### src/include/alu_defines.svh
/*
 * RV32I ALU widths
 */

`ifndef ALU_DEFINES_SVH
`define ALU_DEFINES_SVH

////////////////////////////////////////////////////////////
// datapath
////////////////////////////////////////////////////////////

`define XLEN        32

// register file index
`define REG_ADDR_W  5

// low bits of operand b used by shifts
`define SHAMT_W     5

////////////////////////////////////////////////////////////
// instruction word
////////////////////////////////////////////////////////////

`define INST_W      32
`define IMM12_W     12

`endif
### src/logic/alu_pkg.sv
/*
 * ALU control and writeback types
 */

`include "alu_defines.svh"

package alu_pkg;

    typedef enum logic [3:0] {
        ALU_ADD,
        ALU_SUB,
        ALU_SLT,
        ALU_SLTU,
        ALU_XOR,
        ALU_OR,
        ALU_AND,
        ALU_SLL,
        ALU_SRL,
        ALU_SRA
    } alu_op_e;

    // decoder to execute stage
    typedef struct packed {
        logic                   valid;
        alu_op_e                op;
        logic                   use_imm;
        logic [`XLEN-1:0]       imm;
        logic [`REG_ADDR_W-1:0] rd;
    } alu_ctrl_t;

    // destination register write
    typedef struct packed {
        logic                   wr;
        logic [`REG_ADDR_W-1:0] addr;
        logic [`XLEN-1:0]       val;
    } alu_wb_t;

endpackage

### src/logic/rv32i_isa_pkg.sv
/*
 * RV32I instruction formats
 */

`include "alu_defines.svh"

package rv32i_isa_pkg;

    ////////////////////////////////////////////////////////////
    // opcode and funct3 codes
    ////////////////////////////////////////////////////////////

    typedef enum logic [6:0] {
        OP_I_ARITH = 7'b0010011,
        OP_R_ARITH = 7'b0110011
    } opcode_e;

    // shared by register and immediate forms
    typedef enum logic [2:0] {
        F3_ADD  = 3'b000,
        F3_SLL  = 3'b001,
        F3_SLT  = 3'b010,
        F3_SLTU = 3'b011,
        F3_XOR  = 3'b100,
        F3_SR   = 3'b101,
        F3_OR   = 3'b110,
        F3_AND  = 3'b111
    } funct3_e;

    ////////////////////////////////////////////////////////////
    // instruction layouts
    ////////////////////////////////////////////////////////////

    typedef struct packed {
        logic [6:0]             funct7;
        logic [`REG_ADDR_W-1:0] rs2;
        logic [`REG_ADDR_W-1:0] rs1;
        funct3_e                funct3;
        logic [`REG_ADDR_W-1:0] rd;
        opcode_e                opcode;
    } r_inst_t;

    typedef struct packed {
        logic [`IMM12_W-1:0]    imm12;
        logic [`REG_ADDR_W-1:0] rs1;
        funct3_e                funct3;
        logic [`REG_ADDR_W-1:0] rd;
        opcode_e                opcode;
    } i_inst_t;

    // one word, two views, the opcode picks the one that applies
    typedef union packed {
        r_inst_t r;
        i_inst_t i;
    } inst_u;

endpackage

### src/logic/friscv_alu.sv
/*
 * RV32I integer ALU
 */

`timescale 1ns/1ps

`include "alu_defines.svh"

module friscv_alu
    import rv32i_isa_pkg::*;
    import alu_pkg::*;
(
    input  logic                   aclk,
    input  logic                   arst_n,
    // instruction in
    input  logic                   alu_en,
    input  inst_u                  alu_instbus,
    // register file reads, answered in the same cycle
    output logic [`REG_ADDR_W-1:0] alu_rs1_addr,
    input  logic [`XLEN-1:0]       alu_rs1_val,
    output logic [`REG_ADDR_W-1:0] alu_rs2_addr,
    input  logic [`XLEN-1:0]       alu_rs2_val,
    // registered destination write
    output alu_wb_t                alu_wb
);

    alu_ctrl_t ctrl;

    ////////////////////////////////////////////////////////////
    // decode
    ////////////////////////////////////////////////////////////

    alu_decoder u_decoder (
        .inst     (alu_instbus),
        .ctrl     (ctrl),
        .rs1_addr (alu_rs1_addr),
        .rs2_addr (alu_rs2_addr)
    );

    ////////////////////////////////////////////////////////////
    // execute and writeback
    ////////////////////////////////////////////////////////////

    alu_exec u_exec (
        .aclk    (aclk),
        .arst_n  (arst_n),
        .alu_en  (alu_en),
        .ctrl    (ctrl),
        .rs1_val (alu_rs1_val),
        .rs2_val (alu_rs2_val),
        .wb      (alu_wb)
    );

endmodule

### src/logic/alu_exec.sv
/*
 * ALU execute stage and writeback register
 */

`timescale 1ns/1ps

`include "alu_defines.svh"

module alu_exec
    import alu_pkg::*;
(
    input  logic             aclk,
    input  logic             arst_n,
    input  logic             alu_en,
    input  alu_ctrl_t        ctrl,
    input  logic [`XLEN-1:0] rs1_val,
    input  logic [`XLEN-1:0] rs2_val,
    output alu_wb_t          wb
);

    logic [`XLEN-1:0] op_b;
    logic [`XLEN-1:0] add_res;
    logic [`XLEN-1:0] sub_res;
    logic             lt_s;
    logic             lt_u;
    logic [`XLEN-1:0] shift_res;
    logic [`XLEN-1:0] result;
    logic             wr_next;

    ////////////////////////////////////////////////////////////
    // operands and arithmetic
    ////////////////////////////////////////////////////////////

    assign op_b = ctrl.use_imm ? ctrl.imm : rs2_val;

    assign add_res = rs1_val + op_b;
    assign sub_res = rs1_val - op_b;

    // sltiu compares against the sign-extended immediate as unsigned
    assign lt_s = ($signed(rs1_val) < $signed(op_b));
    assign lt_u = (rs1_val < op_b);

    alu_shifter u_shifter (
        .data   (rs1_val),
        .shamt  (op_b[`SHAMT_W-1:0]),
        .op     (ctrl.op),
        .result (shift_res)
    );

    always_comb begin
        case (ctrl.op)
            ALU_ADD:  result = add_res;
            ALU_SUB:  result = sub_res;
            ALU_SLT:  result = {{(`XLEN-1){1'b0}}, lt_s};
            ALU_SLTU: result = {{(`XLEN-1){1'b0}}, lt_u};
            ALU_XOR:  result = rs1_val ^ op_b;
            ALU_OR:   result = rs1_val | op_b;
            ALU_AND:  result = rs1_val & op_b;
            ALU_SLL,
            ALU_SRL,
            ALU_SRA:  result = shift_res;
            default:  result = add_res;
        endcase
    end

    ////////////////////////////////////////////////////////////
    // writeback register
    ////////////////////////////////////////////////////////////

    assign wr_next = alu_en & ctrl.valid;

    // payload only moves on a real write
    always_ff @(posedge aclk or negedge arst_n) begin
        if (!arst_n) begin
            wb <= '0;
        end else begin
            wb.wr <= wr_next;
            if (wr_next) begin
                wb.addr <= ctrl.rd;
                wb.val  <= result;
            end
        end
    end

endmodule

### src/logic/alu_decoder.sv
/*
 * ALU instruction decoder
 */

`timescale 1ns/1ps

`include "alu_defines.svh"

module alu_decoder
    import rv32i_isa_pkg::*;
    import alu_pkg::*;
(
    input  inst_u                  inst,
    output alu_ctrl_t              ctrl,
    output logic [`REG_ADDR_W-1:0] rs1_addr,
    output logic [`REG_ADDR_W-1:0] rs2_addr
);

    logic is_r;
    logic is_i;
    logic bit30;

    ////////////////////////////////////////////////////////////
    // format detection
    ////////////////////////////////////////////////////////////

    assign is_r  = (inst.r.opcode == OP_R_ARITH);
    assign is_i  = (inst.r.opcode == OP_I_ARITH);
    assign bit30 = inst.r.funct7[5];

    // register indexes follow the word even when it is not taken
    assign rs1_addr = inst.r.rs1;
    assign rs2_addr = inst.r.rs2;

    assign ctrl.valid   = is_r | is_i;
    assign ctrl.use_imm = is_i;
    assign ctrl.rd      = inst.r.rd;
    assign ctrl.imm     = {{(`XLEN-`IMM12_W){inst.i.imm12[`IMM12_W-1]}}, inst.i.imm12};

    ////////////////////////////////////////////////////////////
    // operation select
    ////////////////////////////////////////////////////////////

    always_comb begin
        ctrl.op = ALU_ADD;
        case (inst.r.funct3)
            F3_ADD: begin
                // immediate form has no subtract
                if (is_r && bit30) begin
                    ctrl.op = ALU_SUB;
                end
            end
            F3_SLL: begin
                ctrl.op = ALU_SLL;
            end
            F3_SLT: begin
                ctrl.op = ALU_SLT;
            end
            F3_SLTU: begin
                ctrl.op = ALU_SLTU;
            end
            F3_XOR: begin
                ctrl.op = ALU_XOR;
            end
            F3_SR: begin
                ctrl.op = bit30 ? ALU_SRA : ALU_SRL;
            end
            F3_OR: begin
                ctrl.op = ALU_OR;
            end
            F3_AND: begin
                ctrl.op = ALU_AND;
            end
            default: begin
                ctrl.op = ALU_ADD;
            end
        endcase
    end

endmodule

### src/logic/alu_shifter.sv
/*
 * ALU barrel shifter
 */

`timescale 1ns/1ps

`include "alu_defines.svh"

module alu_shifter
    import alu_pkg::*;
(
    input  logic [`XLEN-1:0]    data,
    input  logic [`SHAMT_W-1:0] shamt,
    input  alu_op_e             op,
    output logic [`XLEN-1:0]    result
);

    logic [`XLEN-1:0] data_rev;
    logic [`XLEN-1:0] stage;
    logic [`XLEN-1:0] stage_rev;
    logic             left;
    logic             fill;

    // left shift runs through the right shifter on reversed bits
    assign left = (op == ALU_SLL);
    assign fill = (op == ALU_SRA) & data[`XLEN-1];

    always_comb begin
        for (int b = 0; b < `XLEN; b++) begin
            data_rev[b] = data[`XLEN-1-b];
        end
    end

    ////////////////////////////////////////////////////////////
    // log2 stages, one per shamt bit
    ////////////////////////////////////////////////////////////

    always_comb begin
        stage = left ? data_rev : data;
        for (int s = 0; s < `SHAMT_W; s++) begin
            if (shamt[s]) begin
                stage = (stage >> (1 << s)) | ({`XLEN{fill}} << (`XLEN - (1 << s)));
            end
        end
    end

    always_comb begin
        for (int b = 0; b < `XLEN; b++) begin
            stage_rev[b] = stage[`XLEN-1-b];
        end
    end

    assign result = left ? stage_rev : stage;

endmodule

### config.mk
export PLATFORM = sky130hd
export DESIGN_NAME = friscv_alu
export DESIGN_NICKNAME = d
export VERILOG_FILES = /design/src/logic/alu_pkg.sv /design/src/logic/rv32i_isa_pkg.sv /design/src/logic/friscv_alu.sv /design/src/logic/alu_exec.sv /design/src/logic/alu_decoder.sv /design/src/logic/alu_shifter.sv
export VERILOG_INCLUDE_DIRS = /design/src /design/src/include
export SDC_FILE = /design/constraint.sdc
export NUM_CORES = 1
export LEC_CHECK = 0
export BUFFER_PORTS_ARGS = -buffer_cell sky130_fd_sc_hd__buf_4
export CAP_MARGIN = 0
export CORE_MARGIN = 5
export CORE_UTILIZATION = 45
export DETAILED_ROUTE_END_ITERATION = 6
export GPL_TIMING_DRIVEN = 0
export HOLD_SLACK_MARGIN = 0.06
export PLACE_DENSITY_LB_ADDON = 0.25
export SYNTH_ARGS = -nofsm -noshare
export SYNTH_HDL_FRONTEND = slang
export SYNTH_SLANG_ARGS = --single-unit
### constraint.sdc
create_clock -name aclk -period 1.45 [get_ports aclk]
set_clock_uncertainty 0.05 [all_clocks]
set_input_delay 0 -clock aclk [delete_from_list [all_inputs] [get_ports aclk]]
set_output_delay 0 -clock aclk [all_outputs]
set_load 0.1 [all_outputs]
# Yosys cells after proc, flatten, opt, wreduce, memory -nomap -nowiden
# Cells that the tools add are included.
# word_totals
wordCells,51
ff_bits,38
in_bits,99
# classes
addsub,2
eq_ne,18
bitwise,11
n_lt_le_gt_ge,2
n_mux,12
n_reduce_logical,3
# op_table
cell,n
$mux W32,8
$pmux W32 S7,1
$lt A32 B32 Y1,2
$add A32 B32 Y32,1
$and A32 B32 Y32,1
$or A16 B32 Y32,1
$or A24 B32 Y32,1
$or A28 B32 Y32,1
$or A30 B32 Y32,1
$or A31 B32 Y32,1
$or A32 B32 Y32,1
$pmux W4 S8,1
$sub A32 B32 Y32,1
$xor A32 B32 Y32,1
$eq A4 B3 Y1 const B,4
$eq A3 B3 Y1 const B,4
$eq A4 B2 Y1 const B,2
$eq A4 B4 Y1 const B,2
$eq A7 B5 Y1 const B,1
$eq A7 B6 Y1 const B,1
$eq A3 B2 Y1 const B,2
$eq A4 B1 Y1 const B,1
$eq A3 B1 Y1 const B,1
$logic_not A3 Y1,1
5 further kinds,7

# Logic depth before layout (Yosys ltp)
# Gate-level depths: netlist of the first run.
# logic_depth
depth_word,18
mapped_depth,20
mapped_depth_nobuf,16

# Cells and area by module
# Synthesis of the first run repeated with hierarchy kept, for this count alone.
# unflattened
cells_unflattened,1357
hier_area_um2,10302.4
# modules_own_cells
mod,instances,cells_each,seq_area_each_um2,area_each_um2
alu_exec,1,933,950.9,6994.2
alu_shifter,1,363,0.0,2847.7
alu_decoder,1,61,0.0,460.4

# Worst setup path after synthesis of the first run
# Ideal clock, no wire load.
# synth_timing
path_kind,input port to flip-flop
from,input alu_instbus[5] (netlist bit)
to,register u_exec.wb[25] (netlist bit)
slack_ns,-2.481
arrival_time_ns,3.786
t_required_ns,1.304
setup_ns,0.096
stages,19
cell_sequence,or3_1 buf_2 o21ai_2 and2_1 buf_2 inv_1 buf_2 buf_2 ha_1 a211oi_1 o21bai_1 o41a_1 a311o_1 a21oi_1 nor2_1 o21a_1 or4_1 a31o_1 o31ai_1
# synth_between
elab_chain_len,17
word_cells_on_any_way,37
classes_between,add/sub (2); eq/ne (11); mux (11); bitwise (11); reduce/logical (2)
# synth_rtl
element,line_no,source
start: declaration,friscv_alu.sv:17,"input inst_u alu_instbus,"
$eq A7 B6 Y1,alu_decoder.sv:27,assign is_r = (inst.r.opcode == OP_R_ARITH);
$logic_and A1 B1 Y1,alu_decoder.sv:49,if (is_r && bit30) begin
$mux W1,alu_decoder.sv:49,
$pmux W4 S8,alu_decoder.sv:46,case (inst.r.funct3)
$eq A4 B3 Y1,"alu_exec.sv:51, alu_shifter.sv:25",
$mux W32,alu_shifter.sv:39,stage = left ? data_rev : data;
$or A31 B32 Y32,alu_shifter.sv:42,stage = (stage >> (1 << s)) | ({`XLEN{fill}} << (`XLEN - (1 << s)));
$mux W32,alu_shifter.sv:41,if (shamt[s]) begin
$or A30 B32 Y32,alu_shifter.sv:42,
$mux W32,alu_shifter.sv:41,
$or A28 B32 Y32,alu_shifter.sv:42,
$mux W32,alu_shifter.sv:41,
$or A24 B32 Y32 or $mux W32 (tied branches),"alu_shifter.sv:42, alu_shifter.sv:41",
$mux W32 or $or A16 B32 Y32 (tied branches),"alu_shifter.sv:41, alu_shifter.sv:42",
$mux W32,alu_shifter.sv:41,
$mux W32,alu_shifter.sv:53,assign result = left ? stage_rev : stage;
$pmux W32 S7,alu_exec.sv:51,case (ctrl.op)
end: declaration,alu_exec.sv:18,output alu_wb_t wb
# Parallel ways exist; a longest one is shown, timed or not.
# A chain may end at the register's enable or synchronous reset.

# Final worst setup path of the first run
# layout_timing
from,input alu_instbus[2] (netlist bit)
to,register u_exec.wb[20] (netlist bit)
# layout_between
elab_chain_len,17
word_cells_on_any_way,37
classes_between,add/sub (2); eq/ne (11); mux (11); bitwise (11); reduce/logical (2)
# layout_rtl
element,line_no
$eq A7 B6 Y1,alu_decoder.sv:27
$logic_and A1 B1 Y1,alu_decoder.sv:49
$mux W1,alu_decoder.sv:49
$pmux W4 S8,alu_decoder.sv:46
$eq A4 B3 Y1,"alu_exec.sv:51, alu_shifter.sv:25"
$mux W32,alu_shifter.sv:39
$or A31 B32 Y32,alu_shifter.sv:42
$mux W32,alu_shifter.sv:41
$or A30 B32 Y32,alu_shifter.sv:42
$mux W32,alu_shifter.sv:41
$or A28 B32 Y32,alu_shifter.sv:42
$mux W32,alu_shifter.sv:41
$or A24 B32 Y32,alu_shifter.sv:42
$mux W32 (2 in series),alu_shifter.sv:41
$mux W32,alu_shifter.sv:53
$pmux W32 S7,alu_exec.sv:51
# Parallel ways exist; a longest one is shown, timed or not.

==> out/results.ini, run 1 <==
[route]
postRouteAntennaNets = 0
via_per_inst = 6.935
wire_per_inst_um = 28.66
num_vias = 13520
routed_wirelength_mm = 55.85
wl_met2_mm = 22.94
drt_iter0_drc = 2186
wl_met3_mm = 8.282
wl_met1_mm = 20.51
drt_first_pass_iters = 6
dr.max_layer_used = met5
drc = 0

[synthesis]
synth_seq_cells = 38
synthFlopType = dfrtp_1
async_reset_ff_frac = 1.000
syn_inst = 1447
synth_warnings = 0
synth_area_mm2 = 0.009594
synth_edf_count = 0
yosysSeqAreaShare = 0.09911
syn_area_per_cell_um2 = 6.630
synth.most_common_cell = nand2_1
yosys.area.top_type_share = 0.1161
synth_common_cells = nand2_1, a21oi_1, nor2_1
synth_cell_types = 89
yosys-top-cells-area = ha_1, dfrtp_1, a21oi_1, nand2_1, mux2i_1
synth_nets = 1636
yosysTopAreaCell = ha_1

[power]
p_switching_mw = 5.556
p_per_area_mw_per_mm2 = 724.8
peakVddDrop_uv = 411.9
pwr-share-clk = 0.117
p_leak_nw = 5.891
swShare = 0.5660
seq_power_share = 0.142
p_comb_frac = 0.741
p_int_mw = 4.260

[cts]
htreeDepth = 2
clock_sinks = 38
cts-buffers-inserted = 5
clk_pin_slew_ns = 0.07
clk-insertion-delay-late_ns = 0.29
cts_buffer_depth = 2
cts_tree = yes
clock-root-buffer = clkbuf_16

[placement]
dpl.cell_count = 1863
numPortBuffers = 141
place_area_mm2 = 0.01118
place_hpwl_mm = 42.59
gp_congestion = 1.079

[floorplanning]
std_cell_rows = 53
initial_core_util = 0.4564
pin_count = 147
coreArea_mm2 = 0.02102
dieArea_mm2 = 0.02434
dieHeight_um = 156.0
fp.dieW_um = 156.0

[cells_and_area]
final_nets = 1863
fill_cells = 1851
drive_gt1_frac = 0.3100
final_cell_area_mm2 = 0.01354
top_register = u_exec.wb
largestRegisters = u_exec.wb x38
area_growth_pct = 41.17
n_antenna_cell = 0
largest_reg_flops = 38
fin_cells = 1949

[timing]
slew_headroom = 0.3387
fin_crit_sh = 2.542
fin_crit_ns = 3.686
setup_tns_ns = -61.46
fmax_ghz = 0.2713
rsz0062_at_grt = yes
finalSetupViolations = 32
worstMarginPinSlew_ns = 0.9920
finalHoldViolCount = 0
slew_violations = 0
layout_setup_ws_ns = -2.236

[status]
violations = negative setup slack
status = finished, violations left

[setup_path]
critical_path.endpoint_type = register
cp_top_family = compound AO/OA/AOI/OAI gates
cpMaxStageDelayCell = or3_4
cpPeakStageDelay_ns = 0.48
cp.arrival_ns = 3.82
start_kind = input port
required_ns = 1.58
path_cells = buf_8 > or3_4 > buf_12 > o21ai_4 > nand2_4 > buf_12 > ha_4 > fa_2 > a21o_1 > and3_4 > o211ai_1 > a21boi_2 > o41ai_2 > buf_4 > o21ai_4 > nand2_1 > o22ai_2 > a221o_1 > o22a_1
crit_type = input port to register
cp.buffers_inverters = 4
crit_fanout = 7

[grt]
grt_pass1_vias = 12620
grt_max_degree = 39
grt_overflow_total = 0
track_usage = 0.4316
grt_pass1_wl_mm = 79.34
antenna_found_initial = 1

[min_path]
min_path_type = input port to register

[job]
maxCapViolCount = 0

[logic make-up (layout without fill, tap and decap cells)]
group                      after synthesis  in the layout  share of synthesized area
muxes                                   74             74                    0.07916
DFF                                     38             38                    0.09911
AOI/OAI and AO/OA                      509            509                     0.3513
adders and majority gates               90             90                     0.1182
buffers and inverters                  213            440                    0.09142
and+or+nand+nor                        493            493                     0.2334
xor gates and xnor gates                30             30                    0.02739
[cells in the final DEF (no fill, tap or decap), drive strengths merged, types with 9 or more instances in the layout]
cell type,n
nor3,37
o211ai,16
nor4,18
nand4,9
a221oi,29
dfrtp,38
o21a,11
xnor2,23
a21o,14
inv,101
o221ai,16
o21ai,112
o21bai,10
o22ai,13
mux2i,59
nand3,40
nor2,146
buf,268
nand2,182
clkbuf,61
ha,89
mux2,15
and2,12
a31oi,21
a21oi,147
a211oi,19
[power groups by stage]
stage	Sequential [mW]	Combinational (mW)	Clock, mW
floorplan	2.78	2.68	0
global placement	1.40	5.87	0
detailed placement	1.40	5.88	0
CTS	1.38	6.71	1.12
global route	1.41	7.50	1.16
finish	1.40	7.27	1.15
[timing repair]
item,4_1_cts,5_1_grt
hold buffers,6,0
pin swaps,81,60
resized for setup,254,90
hold endpoints to repair,43,0
setup buffers,74,23
setup endpoints to repair,38,37
[stage by stage]
step | worst slack (ns) | total power, mW | hold WS [ns] | utilization
floorplan | -2.245 | 5.460 | -0.3456 | -
global placement | -3.524 | 7.265 | -0.04251 | 0.5319
detailed placement | -3.527 | 7.284 | -0.01452 | 0.5319
CTS | -2.138 | 9.209 | 0.08453 | 0.6191
global route | -2.266 | 10.07 | 0.1424 | 0.6443
finish | -2.236 | 9.817 | 0.1118 | 0.6443
[routing by layer]
layer	GRT usage	vias up
met1	0.5661	6264
met2	0.6397	1213
met4	0.2247	2
met5	0	-
li1	-	5735
met3	0.1273	302
[final timing paths]
path / startpoint / to / slack, ns / cells after the start
min: alu_instbus[13] / u_exec.wb[2] / 0.11 / 4
max: alu_instbus[2] / u_exec.wb[20] / -2.24 / 19
max in group asynchronous: arst_n / u_exec.wb[4] / 0.74 / 2
min in group asynchronous: arst_n / u_exec.wb[1] / 0.17 / 2
min reg2reg: u_exec.wb[35] / u_exec.wb[35] / 0.43 / 2
max reg2reg: u_exec.wb[25] / u_exec.wb[25] / 0.41 / 3
[area by class of cell]
class                   instances  area, um2  area share
multi-input cells            1196       9117      0.6732
clock buffers                   5      125.1    0.009238
inverters                     103      406.6     0.03002
repair buffers                241       1974      0.1458
well taps                     275      344.1     0.02540
flip-flops and latches         38      950.9     0.07021
clock inverters                 2      10.01   0.0007390
plain buffers                  89      615.6     0.04545
[worst register-to-register path, stage by stage (launching register included)]
cell	delay, ns
dfrtp_1	0.39
nor2_1	0.22
a31o_1	0.18
o31ai_2	0.07
(Power assumes the default switching activity.)
==> inputs of run 2 (changes only) <==
CTS_CLUSTER_SIZE = 14   (was default)
RECOVER_POWER = 100   (was default)
==> run 2 against run 1 <==
The run still ends with negative setup slack left. Sequential share of layout area up 0.074 points. Via count about the same. Maximum frequency up 0.32%. Core utilization down 0.67 points. First-iteration DRC count down 1.0%. Final cell count unchanged. Sequential power about the same. Die area unchanged. Worst hold slack about the same. Setup slack better by 0.012 ns. Combinational power down 2%. Flip-flop and latch count unchanged.
==> out/results.ini, run 2 (same netlist as run 1, synthesis figures left out) <==
[floorplanning]
pin_count = 147  ; unchanged
fp.dieW_um = 156.0  ; unchanged
dieArea_mm2 = 0.02434  ; unchanged
coreArea_mm2 = 0.02102  ; unchanged
std_cell_rows = 53  ; unchanged
initial_core_util = 0.4564  ; unchanged
dieHeight_um = 156.0  ; unchanged

[cells_and_area]
area_growth_pct = 39.70  ; was 41.17%
final_nets = 1863  ; unchanged
top_register = u_exec.wb  ; unchanged
largestRegisters = u_exec.wb x38  ; unchanged
drive_gt1_frac = 0.3041  ; was 0.3100
largest_reg_flops = 38  ; unchanged
final_common_cell = nand2_1  ; was buf_4
fill_cells = 1885  ; was 1851
fin_util = 0.6376  ; was 0.6443
final_cell_area_mm2 = 0.01340  ; was 0.01354 mm2
n_antenna_cell = 0  ; unchanged
final_cell_mix = nand2_1, buf_4, nor2_1, a21oi_1, inv_1  ; was buf_4, nand2_1, nor2_1, a21oi_1, inv_1

[setup_path]
required_ns = 1.58  ; about the same
cpPeakStageDelay_ns = 0.48  ; about the same
path_cells = buf_8 > or3_4 > buf_12 > o21ai_4 > nand2_4 > buf_12 > ha_4 > fa_2 > a21o_1 > and3_4 > o211ai_1 > a21boi_2 > o41ai_2 > buf_4 > o21ai_4 > nand2_1 > o22ai_2 > a221o_1 > o22a_1  ; unchanged
cp.arrival_ns = 3.81  ; was 3.82 ns
crit_fanout = 7  ; unchanged
start_kind = input port  ; unchanged
critical_path.endpoint_type = register  ; unchanged
crit_type = input port to register  ; unchanged
cpMaxStageDelayCell = or3_4  ; unchanged

[timing]
finalSetupViolations = 36  ; was 32
holdWs_ns = 0.1119  ; was 0.1118 ns
rsz0062_at_grt = yes  ; unchanged
fin_crit_sh = 2.534  ; was 2.542
layout_setup_ws_ns = -2.225  ; was -2.236 ns
finalHoldViolCount = 0  ; unchanged
worstMarginPinSlew_ns = 1.191  ; was 0.9920 ns
fmax_ghz = 0.2721  ; was 0.2713 GHz
slew_violations = 0  ; unchanged
slew_headroom = 0.2092  ; was 0.3387
fin_crit_ns = 3.675  ; was 3.686 ns

[route]
num_vias = 13530  ; was 13520
drt_iter0_drc = 2164  ; was 2186
via_per_inst = 6.940  ; was 6.935
drt_first_pass_iters = 6  ; unchanged
wire_per_inst_um = 28.64  ; was 28.66 um
drc = 0  ; unchanged
routed_wirelength_mm = 55.82  ; was 55.85 mm
dr.max_layer_used = met5  ; unchanged
wl_met1_mm = 20.60  ; was 20.51 mm
wl_met2_mm = 23.00  ; was 22.94 mm
postRouteAntennaNets = 0  ; unchanged
wl_met3_mm = 8.139  ; was 8.282 mm

[grt]
grt_pass1_vias = 12620  ; unchanged
track_usage = 0.4316  ; unchanged
antenna_found_initial = 1  ; unchanged
grt_overflow_total = 0  ; unchanged
grt_max_degree = 39  ; unchanged
grt_pass1_wl_mm = 79.34  ; unchanged

[job]
maxCapViolCount = 0  ; unchanged

[status]
violations = negative setup slack  ; unchanged
status = finished, violations left  ; unchanged

[cts]
htreeDepth = 2  ; unchanged
cts_buffer_depth = 2  ; unchanged
cts-buffers-inserted = 5  ; unchanged
clock-root-buffer = clkbuf_16  ; unchanged
cts_tree = yes  ; unchanged
clock_sinks = 38  ; unchanged
clk_pin_slew_ns = 0.07  ; about the same
clk-insertion-delay-late_ns = 0.29  ; about the same

[power]
p_switching_mw = 5.549  ; was 5.556 mW
p_per_area_mw_per_mm2 = 721.7  ; was 724.8 mW/mm2
finalPower_mw = 9.673  ; was 9.817 mW
p_int_mw = 4.125  ; was 4.260 mW
pwr-share-clk = 0.118  ; was 0.117
peakVddDrop_uv = 405.5  ; was 411.9 uV
swShare = 0.5736  ; was 0.5660
p_leak_nw = 5.825  ; was 5.891 nW
seq_power_share = 0.144  ; was 0.142
p_comb_frac = 0.738  ; was 0.741

[placement]
numPortBuffers = 141  ; unchanged
place_area_mm2 = 0.01118  ; unchanged
place_hpwl_mm = 42.59  ; unchanged
gp_congestion = 1.079  ; unchanged

[min_path]
min_path_type = input port to register  ; unchanged

## run 2: changes by cell type in the layout (fill, tap and decap cells not counted)
cell / previous run / this run
buf_4: 219 / 170
clkbuf_8: 5 / 4
clkbuf_4: 3 / 4
clkbuf_2: 9 / 48
clkbuf_1: 37 / 47
## run 2: final timing paths
check,to,from,depth (start not counted),slack (ns)
max,u_exec.wb[20],alu_instbus[2],19,-2.22
min in group asynchronous,u_exec.wb[1],arst_n,2,0.38
min,u_exec.wb[2],alu_instbus[13],4,0.11
min reg2reg,u_exec.wb[35],u_exec.wb[35],2,0.43
max reg2reg,u_exec.wb[25],u_exec.wb[25],3,0.41
max in group asynchronous,u_exec.wb[6],arst_n,2,0.24
## run 2: layout make-up
type                    count  area, um2  area share
inverters                 103      406.6     0.03034
clock inverters             2      10.01   0.0007468
multi-input cells        1196       9117      0.6803
plain buffers              89      609.3     0.04546
well taps                 275      344.1     0.02567
clock buffers               5      125.1    0.009335
repair buffers            241       1839      0.1372
flip-flops and latches     38      950.9     0.07095
## run 2: power by group through the flow
stage | Sequential [mW] | Combinational, mW | Clock [mW]
2_1_floorplan | 2.78 | 2.68 | 0
3_3_place_gp | 1.40 | 5.87 | 0
3_5_place_dp | 1.40 | 5.88 | 0
4_1_cts | 1.38 | 6.71 | 1.12
5_1_grt | 1.40 | 7.36 | 1.16
6_report | 1.39 | 7.14 | 1.14
## run 2: metal layers
metal  track usage  up-vias
li1              -     5744
met1        0.5661     6289
met2        0.6397     1193
met3        0.1273      298
met4        0.2247        2
met5             0        -
## run 2: stage by stage
step | worst slack [ns] | cells | TNS, ns
after detailed placement | -3.527 | 1863 | -103.40
after global placement | -3.524 | 1863 | -103.47
after CTS | -2.138 | 1932 | -57.39
after floorplan | -2.245 | 1447 | -56.78
final | -2.225 | 1949 | -61.29
after global routing | -2.266 | 1949 | -63.38
## run 2: repair_timing
action / CTS / global route
hold buffers: 6 / 0
endpoints found under the hold margin: 43 / 0
endpoints found under the setup margin: 38 / 37
pin swaps: 81 / 60
gates resized for setup: 254 / 90
setup buffers: 74 / 23
## run 2: critical path, delay by kind of cell
| family | cells | cell delay [ns] |
|---|---|---|
| simple gates | 4 | 0.84 |
| compound gates | 9 | 1.81 |
| buf+inv | 4 | 0.58 |
| fa+ha+maj | 2 | 0.53 |
